File: src/hdl/redmule_pkg.sv
// Shared sizes, APB register map and enums for the integer MAC tile.
// The tile has a fixed ROWS; changing it also changes the X, Y and Z beat widths.
// Accumulators wrap modulo 2^ACC_W. Overflow is not flagged.

package redmule_pkg;

  // Tile geometry
  localparam int unsigned ROWS   = 4;
  localparam int unsigned ELEM_W = 8;
  localparam int unsigned ACC_W  = 24;
  localparam int unsigned X_W    = ROWS * ELEM_W;
  localparam int unsigned YZ_W   = ROWS * ACC_W;

  // Depth register width, so K runs from 1 to 255
  localparam int unsigned KLEN_W = 8;

  localparam int unsigned IN_FIFO_DEPTH  = 4;
  localparam int unsigned OUT_FIFO_DEPTH = 2;

  // APB slave
  localparam int unsigned APB_ADDR_W = 8;
  localparam int unsigned APB_DATA_W = 32;

  localparam logic [APB_ADDR_W-1:0] REG_KLEN    = 8'h00;
  localparam logic [APB_ADDR_W-1:0] REG_STATUS  = 8'h04;
  localparam logic [APB_ADDR_W-1:0] REG_TRIGGER = 8'h54;

  typedef enum logic [1:0] {
    S_IDLE,
    S_LOAD_BIAS,
    S_ACCUMULATE,
    S_STORE
  } sched_state_e;

  typedef enum logic [1:0] {
    ENG_HOLD,
    ENG_LOAD,
    ENG_MAC
  } engine_op_e;

endpackage : redmule_pkg

File: src/hdl/redmule_ctrl.sv
// APB register file of the tile, zero wait states.
// A trigger write while busy is refused with pslverr_o and starts nothing.
// Writing 0 to the depth register stores 1. Only the low KLEN_W bits are kept.

`timescale 1ns/1ps

module redmule_ctrl
  import redmule_pkg::*;
(
  input  logic                  clk_i,
  input  logic                  reset_i,
  input  logic                  psel_i,
  input  logic                  penable_i,
  input  logic                  pwrite_i,
  input  logic [APB_ADDR_W-1:0] paddr_i,
  input  logic [APB_DATA_W-1:0] pwdata_i,
  input  logic                  job_done_i,
  output logic [APB_DATA_W-1:0] prdata_o,
  output logic                  pready_o,
  output logic                  pslverr_o,
  output logic                  start_o,
  output logic [KLEN_W-1:0]     k_len_o,
  output logic                  evt_o
);

  logic              access;
  logic              addr_hit;
  logic              klen_wr;
  logic              trig_ok;
  logic [KLEN_W-1:0] k_len_q;
  logic              busy_q;
  logic              start_q;
  logic              evt_q;

  // Access phase of an APB transfer
  assign access = psel_i & penable_i;

  always_comb begin
    addr_hit = 1'b1;
    prdata_o = '0;
    case (paddr_i)
      REG_KLEN:    prdata_o = {{(APB_DATA_W-KLEN_W){1'b0}}, k_len_q};
      REG_STATUS:  prdata_o = {{(APB_DATA_W-1){1'b0}}, busy_q};
      REG_TRIGGER: prdata_o = '0;
      default:     addr_hit = 1'b0;
    endcase
  end

  assign pready_o  = access;
  assign pslverr_o = access & (~addr_hit
                               | (pwrite_i & (paddr_i == REG_STATUS))
                               | (pwrite_i & (paddr_i == REG_TRIGGER) & busy_q));

  assign klen_wr = access & pwrite_i & (paddr_i == REG_KLEN);
  assign trig_ok = access & pwrite_i & (paddr_i == REG_TRIGGER) & ~busy_q;

  always_ff @(posedge clk_i) begin
    if (reset_i) begin
      k_len_q <= KLEN_W'(1);
      busy_q  <= 1'b0;
      start_q <= 1'b0;
      evt_q   <= 1'b0;
    end else begin
      start_q <= trig_ok;
      evt_q   <= job_done_i;
      if (trig_ok) begin
        busy_q <= 1'b1;
      end else if (job_done_i) begin
        busy_q <= 1'b0;
      end
      if (klen_wr) begin
        k_len_q <= (pwdata_i[KLEN_W-1:0] == '0) ? KLEN_W'(1) : pwdata_i[KLEN_W-1:0];
      end
    end
  end

  assign start_o = start_q;
  assign k_len_o = k_len_q;
  assign evt_o   = evt_q;

  // The scheduler finishes only jobs that this block started
  a_done_while_busy : assert property (@(posedge clk_i) disable iff (reset_i)
    job_done_i |-> busy_q);

endmodule : redmule_ctrl

File: src/hdl/redmule_engine.sv
// ROWS signed 8x8 multiply-accumulate lanes with 24-bit wrapping accumulators.
// The W weight is shared by all rows. Row 0 sits in the low bits of X, Y and Z.

`timescale 1ns/1ps

module redmule_engine
  import redmule_pkg::*;
(
  input  logic              clk_i,
  input  logic              reset_i,
  input  engine_op_e        eng_op_i,
  input  logic [X_W-1:0]    x_data_i,
  input  logic [ELEM_W-1:0] w_data_i,
  input  logic [YZ_W-1:0]   y_data_i,
  output logic [YZ_W-1:0]   z_data_o
);

  logic        [ROWS-1:0][ACC_W-1:0] acc_q;
  logic signed [2*ELEM_W-1:0]        prod [ROWS];
  logic        [ROWS-1:0][ACC_W-1:0] prod_ext;

  // Signed products, sign extended to the accumulator width
  always_comb begin
    for (int r = 0; r < ROWS; r++) begin
      prod[r]     = $signed(x_data_i[r*ELEM_W +: ELEM_W]) * $signed(w_data_i);
      prod_ext[r] = {{(ACC_W-2*ELEM_W){prod[r][2*ELEM_W-1]}}, prod[r]};
    end
  end

  always_ff @(posedge clk_i) begin
    if (reset_i) begin
      acc_q <= '0;
    end else begin
      case (eng_op_i)
        ENG_LOAD: acc_q <= y_data_i;
        ENG_MAC: begin
          // Plain addition wraps modulo 2^ACC_W
          for (int r = 0; r < ROWS; r++) begin
            acc_q[r] <= acc_q[r] + prod_ext[r];
          end
        end
        default: acc_q <= acc_q;
      endcase
    end
  end

  assign z_data_o = acc_q;

endmodule : redmule_engine

File: src/hdl/redmule_scheduler.sv
// Job FSM: one Y beat, then K paired X/W steps, then one Z beat.
// K is sampled at start, so a depth write during a job affects the next job only.
// A step needs both the X and W FIFOs valid in the same cycle.

`timescale 1ns/1ps

module redmule_scheduler
  import redmule_pkg::*;
(
  input  logic              clk_i,
  input  logic              reset_i,
  input  logic              start_i,
  input  logic [KLEN_W-1:0] k_len_i,
  input  logic              x_valid_i,
  input  logic              w_valid_i,
  input  logic              y_valid_i,
  input  logic              z_ready_i,
  output logic              x_pop_o,
  output logic              w_pop_o,
  output logic              y_pop_o,
  output logic              z_push_o,
  output engine_op_e        eng_op_o,
  output logic              job_done_o
);

  sched_state_e      state_q;
  sched_state_e      state_d;
  logic [KLEN_W-1:0] k_len_q;
  logic [KLEN_W-1:0] step_cnt_q;
  logic              step;

  assign step = (state_q == S_ACCUMULATE) & x_valid_i & w_valid_i;

  always_comb begin
    state_d    = state_q;
    y_pop_o    = 1'b0;
    z_push_o   = 1'b0;
    job_done_o = 1'b0;
    eng_op_o   = ENG_HOLD;
    case (state_q)
      S_IDLE: begin
        if (start_i) state_d = S_LOAD_BIAS;
      end
      S_LOAD_BIAS: begin
        y_pop_o = y_valid_i;
        if (y_valid_i) begin
          eng_op_o = ENG_LOAD;
          state_d  = S_ACCUMULATE;
        end
      end
      S_ACCUMULATE: begin
        if (step) begin
          eng_op_o = ENG_MAC;
          // Last step of the job
          if (step_cnt_q + 1'b1 == k_len_q) state_d = S_STORE;
        end
      end
      S_STORE: begin
        z_push_o   = 1'b1;
        job_done_o = z_ready_i;
        if (z_ready_i) state_d = S_IDLE;
      end
      default: state_d = S_IDLE;
    endcase
  end

  // X and W always leave their FIFOs as a pair
  assign x_pop_o = step;
  assign w_pop_o = step;

  always_ff @(posedge clk_i) begin
    if (reset_i) begin
      state_q    <= S_IDLE;
      k_len_q    <= KLEN_W'(1);
      step_cnt_q <= '0;
    end else begin
      state_q <= state_d;
      if (state_q == S_IDLE && start_i) begin
        k_len_q    <= k_len_i;
        step_cnt_q <= '0;
      end else if (step) begin
        step_cnt_q <= step_cnt_q + 1'b1;
      end
    end
  end

  // Exactly K steps are taken before the result leaves
  a_k_steps : assert property (@(posedge clk_i) disable iff (reset_i)
    job_done_o |-> step_cnt_q == k_len_q);

endmodule : redmule_scheduler

File: src/hdl/redmule_stream_fifo.sv
// First-word-fall-through valid/ready FIFO.
// push_ready_o is low only when full and pop_valid_o only when empty.
// A push into an empty FIFO is visible at the pop side one cycle later.

`timescale 1ns/1ps

module redmule_stream_fifo #(
  parameter int unsigned DATA_W = 32,
  parameter int unsigned DEPTH  = 4
) (
  input  logic              clk_i,
  input  logic              reset_i,
  input  logic              push_valid_i,
  input  logic [DATA_W-1:0] push_data_i,
  output logic              push_ready_o,
  output logic              pop_valid_o,
  output logic [DATA_W-1:0] pop_data_o,
  input  logic              pop_ready_i
);

  logic [DATA_W-1:0]          mem_q [DEPTH];
  logic [$clog2(DEPTH)-1:0]   wr_ptr_q;
  logic [$clog2(DEPTH)-1:0]   rd_ptr_q;
  logic [$clog2(DEPTH):0]     count_q;
  logic                       push_en;
  logic                       pop_en;

  assign push_ready_o = (count_q < DEPTH);
  assign pop_valid_o  = (count_q != '0);
  assign pop_data_o   = mem_q[rd_ptr_q];

  assign push_en = push_valid_i & push_ready_o;
  assign pop_en  = pop_valid_o & pop_ready_i;

  always_ff @(posedge clk_i) begin
    if (push_en) mem_q[wr_ptr_q] <= push_data_i;
  end

  always_ff @(posedge clk_i) begin
    if (reset_i) begin
      wr_ptr_q <= '0;
      rd_ptr_q <= '0;
      count_q  <= '0;
    end else begin
      if (push_en) wr_ptr_q <= (wr_ptr_q == DEPTH - 1) ? '0 : wr_ptr_q + 1'b1;
      if (pop_en)  rd_ptr_q <= (rd_ptr_q == DEPTH - 1) ? '0 : rd_ptr_q + 1'b1;
      case ({push_en, pop_en})
        2'b10:   count_q <= count_q + 1'b1;
        2'b01:   count_q <= count_q - 1'b1;
        default: count_q <= count_q;
      endcase
    end
  end

  // A full FIFO takes no write until something leaves
  a_no_push_full : assert property (@(posedge clk_i) disable iff (reset_i)
    (count_q == DEPTH) && !pop_en |=> count_q == DEPTH);

  // An empty FIFO gives no read until something arrives
  a_no_pop_empty : assert property (@(posedge clk_i) disable iff (reset_i)
    (count_q == '0) && !push_en |=> count_q == '0);

endmodule : redmule_stream_fifo

File: src/hdl/redmule_top.sv
// Integer MAC tile: Z = Y + X*W over K steps for ROWS rows.
// Configured over APB. X, W and Y enter through FIFOs; Z leaves through one.
// evt_o pulses once per job, the cycle after Z is pushed into the output FIFO.

`timescale 1ns/1ps

module redmule_top
  import redmule_pkg::*;
(
  input  logic                  clk_i,
  input  logic                  reset_i,
  input  logic                  psel_i,
  input  logic                  penable_i,
  input  logic                  pwrite_i,
  input  logic [APB_ADDR_W-1:0] paddr_i,
  input  logic [APB_DATA_W-1:0] pwdata_i,
  output logic [APB_DATA_W-1:0] prdata_o,
  output logic                  pready_o,
  output logic                  pslverr_o,
  input  logic                  x_valid_i,
  input  logic [X_W-1:0]        x_data_i,
  output logic                  x_ready_o,
  input  logic                  w_valid_i,
  input  logic [ELEM_W-1:0]     w_data_i,
  output logic                  w_ready_o,
  input  logic                  y_valid_i,
  input  logic [YZ_W-1:0]       y_data_i,
  output logic                  y_ready_o,
  output logic                  z_valid_o,
  output logic [YZ_W-1:0]       z_data_o,
  input  logic                  z_ready_i,
  output logic                  evt_o
);

  logic              start;
  logic              job_done;
  logic [KLEN_W-1:0] k_len;
  engine_op_e        eng_op;
  logic              x_fifo_valid, w_fifo_valid, y_fifo_valid;
  logic              x_pop, w_pop, y_pop;
  logic              z_push, z_fifo_ready;
  logic [X_W-1:0]    x_fifo_data;
  logic [ELEM_W-1:0] w_fifo_data;
  logic [YZ_W-1:0]   y_fifo_data;
  logic [YZ_W-1:0]   eng_z_data;

  redmule_ctrl i_ctrl (
    .clk_i, .reset_i, .psel_i, .penable_i, .pwrite_i, .paddr_i, .pwdata_i,
    .job_done_i ( job_done ),
    .prdata_o, .pready_o, .pslverr_o,
    .start_o    ( start    ),
    .k_len_o    ( k_len    ),
    .evt_o
  );

  redmule_scheduler i_scheduler (
    .clk_i, .reset_i,
    .start_i    ( start        ),
    .k_len_i    ( k_len        ),
    .x_valid_i  ( x_fifo_valid ),
    .w_valid_i  ( w_fifo_valid ),
    .y_valid_i  ( y_fifo_valid ),
    .z_ready_i  ( z_fifo_ready ),
    .x_pop_o    ( x_pop        ),
    .w_pop_o    ( w_pop        ),
    .y_pop_o    ( y_pop        ),
    .z_push_o   ( z_push       ),
    .eng_op_o   ( eng_op       ),
    .job_done_o ( job_done     )
  );

  redmule_stream_fifo #(.DATA_W(X_W), .DEPTH(IN_FIFO_DEPTH)) i_x_fifo (
    .clk_i, .reset_i,
    .push_valid_i ( x_valid_i    ), .push_data_i ( x_data_i    ), .push_ready_o ( x_ready_o ),
    .pop_valid_o  ( x_fifo_valid ), .pop_data_o  ( x_fifo_data ), .pop_ready_i  ( x_pop     )
  );

  redmule_stream_fifo #(.DATA_W(ELEM_W), .DEPTH(IN_FIFO_DEPTH)) i_w_fifo (
    .clk_i, .reset_i,
    .push_valid_i ( w_valid_i    ), .push_data_i ( w_data_i    ), .push_ready_o ( w_ready_o ),
    .pop_valid_o  ( w_fifo_valid ), .pop_data_o  ( w_fifo_data ), .pop_ready_i  ( w_pop     )
  );

  redmule_stream_fifo #(.DATA_W(YZ_W), .DEPTH(IN_FIFO_DEPTH)) i_y_fifo (
    .clk_i, .reset_i,
    .push_valid_i ( y_valid_i    ), .push_data_i ( y_data_i    ), .push_ready_o ( y_ready_o ),
    .pop_valid_o  ( y_fifo_valid ), .pop_data_o  ( y_fifo_data ), .pop_ready_i  ( y_pop     )
  );

  // Result FIFO, back-pressured by z_ready_i
  redmule_stream_fifo #(.DATA_W(YZ_W), .DEPTH(OUT_FIFO_DEPTH)) i_z_fifo (
    .clk_i, .reset_i,
    .push_valid_i ( z_push    ), .push_data_i ( eng_z_data ), .push_ready_o ( z_fifo_ready ),
    .pop_valid_o  ( z_valid_o ), .pop_data_o  ( z_data_o   ), .pop_ready_i  ( z_ready_i    )
  );

  redmule_engine i_engine (
    .clk_i, .reset_i,
    .eng_op_i ( eng_op      ),
    .x_data_i ( x_fifo_data ),
    .w_data_i ( w_fifo_data ),
    .y_data_i ( y_fifo_data ),
    .z_data_o ( eng_z_data  )
  );

endmodule : redmule_top

File: config.mk
export PLATFORM = sky130hd
export DESIGN_NAME = redmule_top
export DESIGN_NICKNAME = d
export VERILOG_FILES = /design/src/hdl/redmule_pkg.sv /design/src/hdl/redmule_ctrl.sv /design/src/hdl/redmule_engine.sv /design/src/hdl/redmule_scheduler.sv /design/src/hdl/redmule_stream_fifo.sv /design/src/hdl/redmule_top.sv
export SDC_FILE = /design/constraint.sdc
export NUM_CORES = 2
export LEC_CHECK = 0
export ABC_AREA = 0
export BUFFER_PORTS_ARGS = -buffer_cell sky130_fd_sc_hd__buf_2
export CELL_PAD_IN_SITES_DETAIL_PLACEMENT = 0
export CELL_PAD_IN_SITES_GLOBAL_PLACEMENT = 1
export CORE_ASPECT_RATIO = 0.8
export CORE_MARGIN = 2
export CORE_UTILIZATION = 46
export CTS_CLUSTER_DIAMETER = 80
export DETAILED_ROUTE_END_ITERATION = 12
export GPL_ROUTABILITY_DRIVEN = 0
export PLACE_DENSITY_LB_ADDON = 0.05
export REMOVE_ABC_BUFFERS = 1
export SYNTH_ARGS = -nofsm -noshare
export SYNTH_HDL_FRONTEND = slang
export SYNTH_SLANG_ARGS = --single-unit
File: constraint.sdc
create_clock -name clk_i -period 7.1 [get_ports clk_i]
set_clock_uncertainty 0.1 [all_clocks]
set_input_delay 1.065 -clock clk_i [delete_from_list [all_inputs] [get_ports clk_i]]
set_output_delay 1.065 -clock clk_i [all_outputs]
set_load 0.02 [all_outputs]
# After elaboration in Yosys (flattened, before gate mapping)

Memories as Yosys holds them, arrays and structs flattened. A register that Yosys moved wholly into a read port is not among the register bits.
Index checks and enable logic that the tools add are counted.

Flip-flop bits (word level): 150
Output and inout port bits: 135
Memories kept: 4
Input port bits: 185
Bits in writable memories: 736
Logic and storage cells: 169

Muxes and demuxes: 46
Reductions and logical operators: 17
Order comparisons: 4
Multiply operators: 4
Add/subtract/negate cells: 21
Bitwise operators: 23
Equal/unequal tests: 27

Memory list:

| name           | depth | bits a word | rd ports | clocked after Yosys merged registers in | wr ports | RTL line                  | text |
|---|---|---|---|---|---|---|---|
| i_y_fifo.mem_q | 4     | 96          | 1        | 1                                       | 1        | redmule_stream_fifo.sv:21 | `logic [DATA_W-1:0] mem_q [DEPTH];` |
| i_z_fifo.mem_q | 2     | 96          | 1        | 1                                       | 1        | redmule_stream_fifo.sv:21 |  |
| i_x_fifo.mem_q | 4     | 32          | 1        | 1                                       | 1        | redmule_stream_fifo.sv:21 |  |
| i_w_fifo.mem_q | 4     | 8           | 1        | 1                                       | 1        | redmule_stream_fifo.sv:21 |  |

Operators by type and width:

| kind                  | number |
|---|---|
| $pmux W96 S2          | 1 |
| $add A24 B24 Y24      | 4 |
| $mul A8 B8 Y16        | 4 |
| $mux W2               | 18 |
| $eq A2 B2 Y1 const B  | 13 |
| $and A1 B1 Y1         | 19 |
| $mux W1               | 19 |
| $pmux W3 S2           | 3 |
| $logic_not A8 Y1      | 2 |
| $pmux W8 S2           | 1 |
| $add A2 B1 Y2 const B | 7 |
| $reduce_bool A2 Y1    | 7 |
| $eq A2 B1 Y1 const B  | 6 |
| $add A3 B1 Y3 const B | 3 |
| $lt A3 B3 Y1 const B  | 3 |
| $reduce_bool A3 Y1    | 3 |
| $sub A3 B1 Y3 const B | 3 |
| $add A8 B1 Y8 const B | 1 |
| $eq A8 B3 Y1 const B  | 1 |
| $eq A8 B7 Y1 const B  | 1 |
| $eq A8 B8 Y1          | 1 |
| $mux W8               | 1 |
| $pmux W2 S2           | 2 |
| $pmux W2 S4           | 1 |
| other kinds (12)      | 18 |

# Logic depth before layout (Yosys ltp)

Depth after elaboration: 7
Mapped depth: 35
Depth with buffers taken out: 32

# Hierarchy

Synthesis repeated with hierarchy kept, for this count alone.

Cells, all modules: 3628
Area, all modules: 48566.6 um2

By module, submodules not included:

| module                         | times used | seq. area each (um2) | cells each | area an instance (um2) |
|---|---|---|---|---|
| redmule_engine                 | 1          | 1921.8               | 2197       | 18302.6 |
| redmule_stream_fifo (i_y_fifo) | 1          | 11711.2              | 553        | 14321.2 |
| redmule_stream_fifo (i_z_fifo) | 1          | 5865.6               | 322        | 7145.6 |
| redmule_stream_fifo (i_x_fifo) | 1          | 4023.9               | 218        | 5126.2 |
| redmule_stream_fifo (i_w_fifo) | 1          | 1141.1               | 93         | 1637.8 |
| redmule_scheduler              | 1          | 360.3                | 152        | 1238.7 |
| redmule_ctrl                   | 1          | 220.2                | 93         | 794.5 |

# Least setup slack after synthesis

Ideal clock, no wire load.

Path type: register to register
Start point: reg (tool-made name)
End point: reg i_engine.acc_q, in the netlist i_engine.z_data_o[71]
Setup time: 0.074 ns
Arrival time: 7.611 ns
Slack: -0.685 ns
Data required time: 6.926 ns
Stages on the path, launching flop included: 33
Period minus slack after synthesis: 7.785 ns
Path buffers: 3
Cells stage by stage: dfxtp_1 -> clkbuf_1 -> buf_1 -> mux2_2 -> o21ai_1 -> clkbuf_1 -> nor2_1 -> fa_1 -> inv_1 -> fa_1 -> inv_1 -> fa_1 -> inv_1 -> fa_1 -> inv_1 -> ha_1 -> a21oi_1 -> o21bai_1 -> a21oi_1 -> o21bai_1 -> a21oi_1 -> o21bai_1 -> a21oi_1 -> xnor2_1 -> ha_1 -> a2111oi_0 -> inv_1 -> o311ai_2 -> o21ai_1 -> o31ai_1 -> xor2_1 -> or3_1 -> a31oi_1

RTL lines:

| element                        | RTL line             | text |
|---|---|---|
| end signal: assignment         | redmule_engine.sv:35 | `ENG_LOAD: acc_q <= y_data_i;` |
| end signal: indexed assignment | redmule_engine.sv:39 | `acc_q[r] <= acc_q[r] + prod_ext[r];` |
| end signal: assignment         | redmule_engine.sv:42 | `default: acc_q <= acc_q;` |
| end: declaration               | redmule_engine.sv:18 | `logic [ROWS-1:0][ACC_W-1:0] acc_q;` |

==> metrics.txt <==
# TYPE chip_impl_metric gauge
chip_impl_info{name="status",value="finished, violations left"} 1
chip_impl_info{name="failed_checks",value="negative setup slack"} 1
chip_impl_metric{name="grt_pass1_wl",unit="microns"} 178100
chip_impl_info{name="timing.critical_path.mode_cell",value="fa_1"} 1
chip_impl_metric{name="worst-r2r-setup-slack",unit="ns"} -0.14
chip_impl_metric{name="synth.yosys.seq_area_share",unit="%"} 52.71
chip_impl_metric{name="finalWorstSetupSlack",unit="ns"} -0.1436
chip_impl_metric{name="critical_path.max_fanout",unit=""} 10
chip_impl_metric{name="post-route-drc-count",unit=""} 0
chip_impl_info{name="setup.worst_path.end_class",value="register"} 1
chip_impl_metric{name="timing.fmax",unit="MHz"} 138.1
chip_impl_metric{name="yosys_warnings",unit=""} 0
chip_impl_metric{name="drive_above_1_share",unit="%"} 28.55
chip_impl_metric{name="synth_edf_count",unit=""} 736
chip_impl_info{name="rsz_0062_raised_after_global_routing",value="yes"} 1
chip_impl_metric{name="rows",unit=""} 105
chip_impl_metric{name="avgSynthCellArea",unit="sq um"} 12.82
chip_impl_metric{name="drt-total-wl",unit="microns"} 116100
chip_impl_metric{name="synthDistinctLibCells",unit=""} 76
chip_impl_metric{name="design_area",unit="sq um"} 58260
chip_impl_metric{name="route.detailed.vias_per_inst",unit=""} 5.214
chip_impl_metric{name="worstPathRequired",unit="ns"} 7.62
chip_impl_metric{name="clkTransAtPathRegs",unit="ns"} 0.06
chip_impl_metric{name="asyncSetResetFlopFracSynth",unit="%"} 0
chip_impl_metric{name="hold_violation_count_in_the_final_report",unit=""} 0
chip_impl_metric{name="cts_hold_buffers",unit=""} 0
chip_impl_metric{name="portBuffers",unit=""} 271
chip_impl_metric{name="fin_crit_sh",unit="%"} 102.0
chip_impl_info{name="r2r_end",value="i_engine.z_data_o[92]"} 1
chip_impl_metric{name="grt-ovfl-total",unit=""} 0
chip_impl_info{name="critPathLaunchType",value="register"} 1
chip_impl_metric{name="place_ws",unit="ns"} -0.5756
chip_impl_metric{name="dr_total_vias",unit=""} 30690
chip_impl_metric{name="clk_path_buf_depth",unit=""} 3
chip_impl_info{name="min-delay-path-class",value="register to register"} 1
chip_impl_metric{name="worst_pin_slew",unit="ns"} 1.104
chip_impl_metric{name="nets",unit=""} 5061
chip_impl_metric{name="placedInstanceArea",unit="sq um"} 53860
chip_impl_metric{name="die_y",unit="microns"} 292.6
chip_impl_metric{name="timing.reg2reg.worst_path_depth",unit=""} 32
chip_impl_metric{name="antenna_violations_before_repair",unit=""} 13
chip_impl_metric{name="syn_area",unit="sq um"} 47890
chip_impl_metric{name="report.power.total",unit="W"} 0.02717
chip_impl_metric{name="max_cap_viol_count",unit=""} 0
chip_impl_metric{name="netlist_instances",unit=""} 3736
chip_impl_metric{name="h-tree-depth",unit=""} 3
chip_impl_info{name="crit_end",value="i_engine.z_data_o[92]"} 1
chip_impl_metric{name="arrival_time_of_the_worst_setup_path",unit="ns"} 7.76
chip_impl_metric{name="p_leak",unit="nW"} 23.14
chip_impl_metric{name="numClockSinks",unit=""} 893
chip_impl_metric{name="final_max_slew_viol_count",unit=""} 0
chip_impl_metric{name="grt_util_all_layers",unit="%"} 21.92
chip_impl_metric{name="totalNegativeSetupSlack",unit="ns"} -0.6019
chip_impl_metric{name="slew_headroom",unit="%"} 26.10
chip_impl_metric{name="dr.first_iter.drc_count",unit=""} 1611
chip_impl_metric{name="die_area",unit="sq um"} 106700
chip_impl_metric{name="pwr_density_cell",unit="nW/um^2"} 466.4
chip_impl_info{name="mostFrequentLayoutCell",value="edfxtp_1"} 1
chip_impl_info{name="most_frequent_cells_in_the_layout",value="edfxtp_1, buf_4, inv_1"} 1
chip_impl_metric{name="detail_route.first_pass.iterations",unit=""} 5
chip_impl_metric{name="setup_violations",unit=""} 9
chip_impl_metric{name="post_drt_wl_per_cell",unit="microns"} 19.72
chip_impl_metric{name="fin_crit",unit="ns"} 7.244
chip_impl_info{name="clockRootBuffer",value="clkbuf_16"} 1
chip_impl_metric{name="ir_worst_vdd",unit="mV"} 0.3016
chip_impl_metric{name="pin_count",unit=""} 320
chip_impl_metric{name="via_count_of_the_first_global_routing_pass",unit=""} 31000
chip_impl_metric{name="fin_util",unit="%"} 56.63
chip_impl_metric{name="worstSkewPairLatency",unit="ns"} 0.70
chip_impl_metric{name="starting_utilization_of_the_core_area",unit="%"} 46.56
chip_impl_metric{name="dp_hpwl",unit="microns"} 81350
chip_impl_metric{name="synth_seq_cells",unit=""} 893
chip_impl_metric{name="area_growth_syn_to_layout",unit="%"} 21.64
chip_impl_metric{name="grt_start_max_net_pins",unit=""} 72
chip_impl_metric{name="slowest_delay",unit="ns"} 0.63
chip_impl_metric{name="postRouteAntennaNets",unit=""} 0
chip_impl_metric{name="tritoncts.num_buffers",unit=""} 92
chip_impl_metric{name="die_w",unit="microns"} 364.8
chip_impl_info{name="dominantRegCellSynth",value="edfxtp_1"} 1
chip_impl_info{name="tritoncts",value="yes"} 1
chip_impl_info{name="worstSetupPathType",value="register to register"} 1
chip_impl_metric{name="fp.coreArea",unit="sq um"} 102900
chip_impl_info{name="cp_slowest_cell",value="fa_1"} 1
==> layout make-up <==
type,instances,area (sq um)
antenna,9,22.52
clock buffer,117,2457
clock inverter,56,630.6
fill,8688,44610
inverter,413,1551
multi-input combinational,2296,21560
sequential,893,25260
tap,1391,1740
timing repair buffer,712,5034
==> critical path, delay by kind of cell, from the launching register on <==
kind,cells,cell delay [ns]
fa+ha+maj,6,2.64
compound gates,8,1.62
buf+inv,11,1.16
simple gates,5,0.66
mux,1,0.52
flops,1,0.34
xor+xnor,1,0.12
==> sequential cells by signal (all words and copies together), names as in the netlist, 2 cells and up, named ones only <==
| name | flops |
|---|---|
| i_ctrl.k_len_o | 8 |
| i_engine.z_data_o | 96 |
| i_scheduler.k_len_q | 8 |
| i_scheduler.state_q | 2 |
| i_scheduler.step_cnt_q | 8 |
| i_w_fifo.count_q | 3 |
| i_w_fifo.mem_q | 32 |
| i_w_fifo.rd_ptr_q | 2 |
| i_w_fifo.wr_ptr_q | 2 |
| i_x_fifo.count_q | 3 |
| i_x_fifo.mem_q | 128 |
| i_x_fifo.rd_ptr_q | 2 |
| i_x_fifo.wr_ptr_q | 2 |
| i_y_fifo.count_q | 3 |
| i_y_fifo.mem_q | 384 |
| i_y_fifo.rd_ptr_q | 2 |
| i_y_fifo.wr_ptr_q | 2 |
| i_z_fifo.count_q | 2 |
| i_z_fifo.mem_q | 192 |
==> through the flow <==
stage                     hold WS, ns  cells
after floorplan                0.3339   3602
after detailed placement       0.3632   5681
after global placement         0.3570   5681
after CTS                      0.3717   5868
after global routing           0.3928   5881
final                          0.3683   5887
==> power breakdown <==
part / internal, W / switching (W) / leakage (nW)
clock network: 0.00278 / 0.00210 / 1.49
logic: 0.00807 / 0.00831 / 13.6
registers: 0.00585 / 0.0000663 / 8.05
total: 0.0167 / 0.0105 / 23.1
==> cell usage after synthesis (31+ instances only) <==
cell / number / area (sq um)
edfxtp_1: 736 / 22100
xor2_1: 43 / 376.6
and2_1: 40 / 250.2
fa_1: 227 / 4544
nand3_1: 31 / 155.2
dfxtp_1: 157 / 3143
mux4_2: 106 / 2387
o21ai_0: 93 / 465.5
ha_1: 241 / 3015
clkbuf_1: 102 / 382.9
mux2i_1: 49 / 490.5
nand2_1: 232 / 870.8
a21o_1: 43 / 322.8
inv_1: 411 / 1543
a211oi_1: 33 / 247.7
nor3_1: 35 / 175.2
o21a_1: 34 / 255.2
mux2_2: 126 / 1419
xnor2_1: 121 / 1060
nor2_1: 337 / 1265
a21oi_1: 209 / 1046
==> worst min-delay path by stage <==
stage / cells past startpoint / from / to
3_5_place_dp: 2 / i_scheduler.k_len_q[7] / i_scheduler.k_len_q[7]
3_3_place_gp: 2 / i_scheduler.k_len_q[3] / i_scheduler.k_len_q[3]
6_report: 2 / i_scheduler.k_len_q[1] / i_scheduler.k_len_q[1]
5_1_grt: 0 / i_engine.z_data_o[50] / i_z_fifo.mem_q[0][50]
2_1_floorplan: 2 / i_ctrl.k_len_o[1] / i_scheduler.k_len_q[1]
4_1_cts: 2 / i_scheduler.k_len_q[5] / i_scheduler.k_len_q[5]
==> routing by layer <==
metal,track usage [%],wire [microns]
met1,30.28,52020
met2,36.16,55880
met3,3.588,5609
met4,5.503,2536
met5,0,45
==> cell families (layout without fill, tap and decap cells) <==
| logic type | Yosys count | after routing | share of synthesized area [%] |
|---|---|---|---|
| DFF | 893 | 893 | 52.71 |
| and+or+nand+nor | 769 | 769 | 6.946 |
| AOI/OAI and AO/OA | 590 | 590 | 7.916 |
| buffers and inverters | 570 | 1298 | 4.668 |
| adders and majority gates | 468 | 468 | 15.78 |
| muxes | 281 | 281 | 8.971 |
| xor gates and xnor gates | 164 | 164 | 2.999 |
| other | 1 | 33 | 0.007830 |
==> what timing repair did <==
| item | 4_1_cts | 5_1_grt |
|---|---|---|
| buffers inserted | 13 | 10 |
| gates resized for setup | 118 | 109 |
| pin swaps | 31 | 51 |
| endpoints found under the setup margin | 31 | 38 |
| gates cloned | 1 | 0 |
Power figures use the tool's default switching activity.
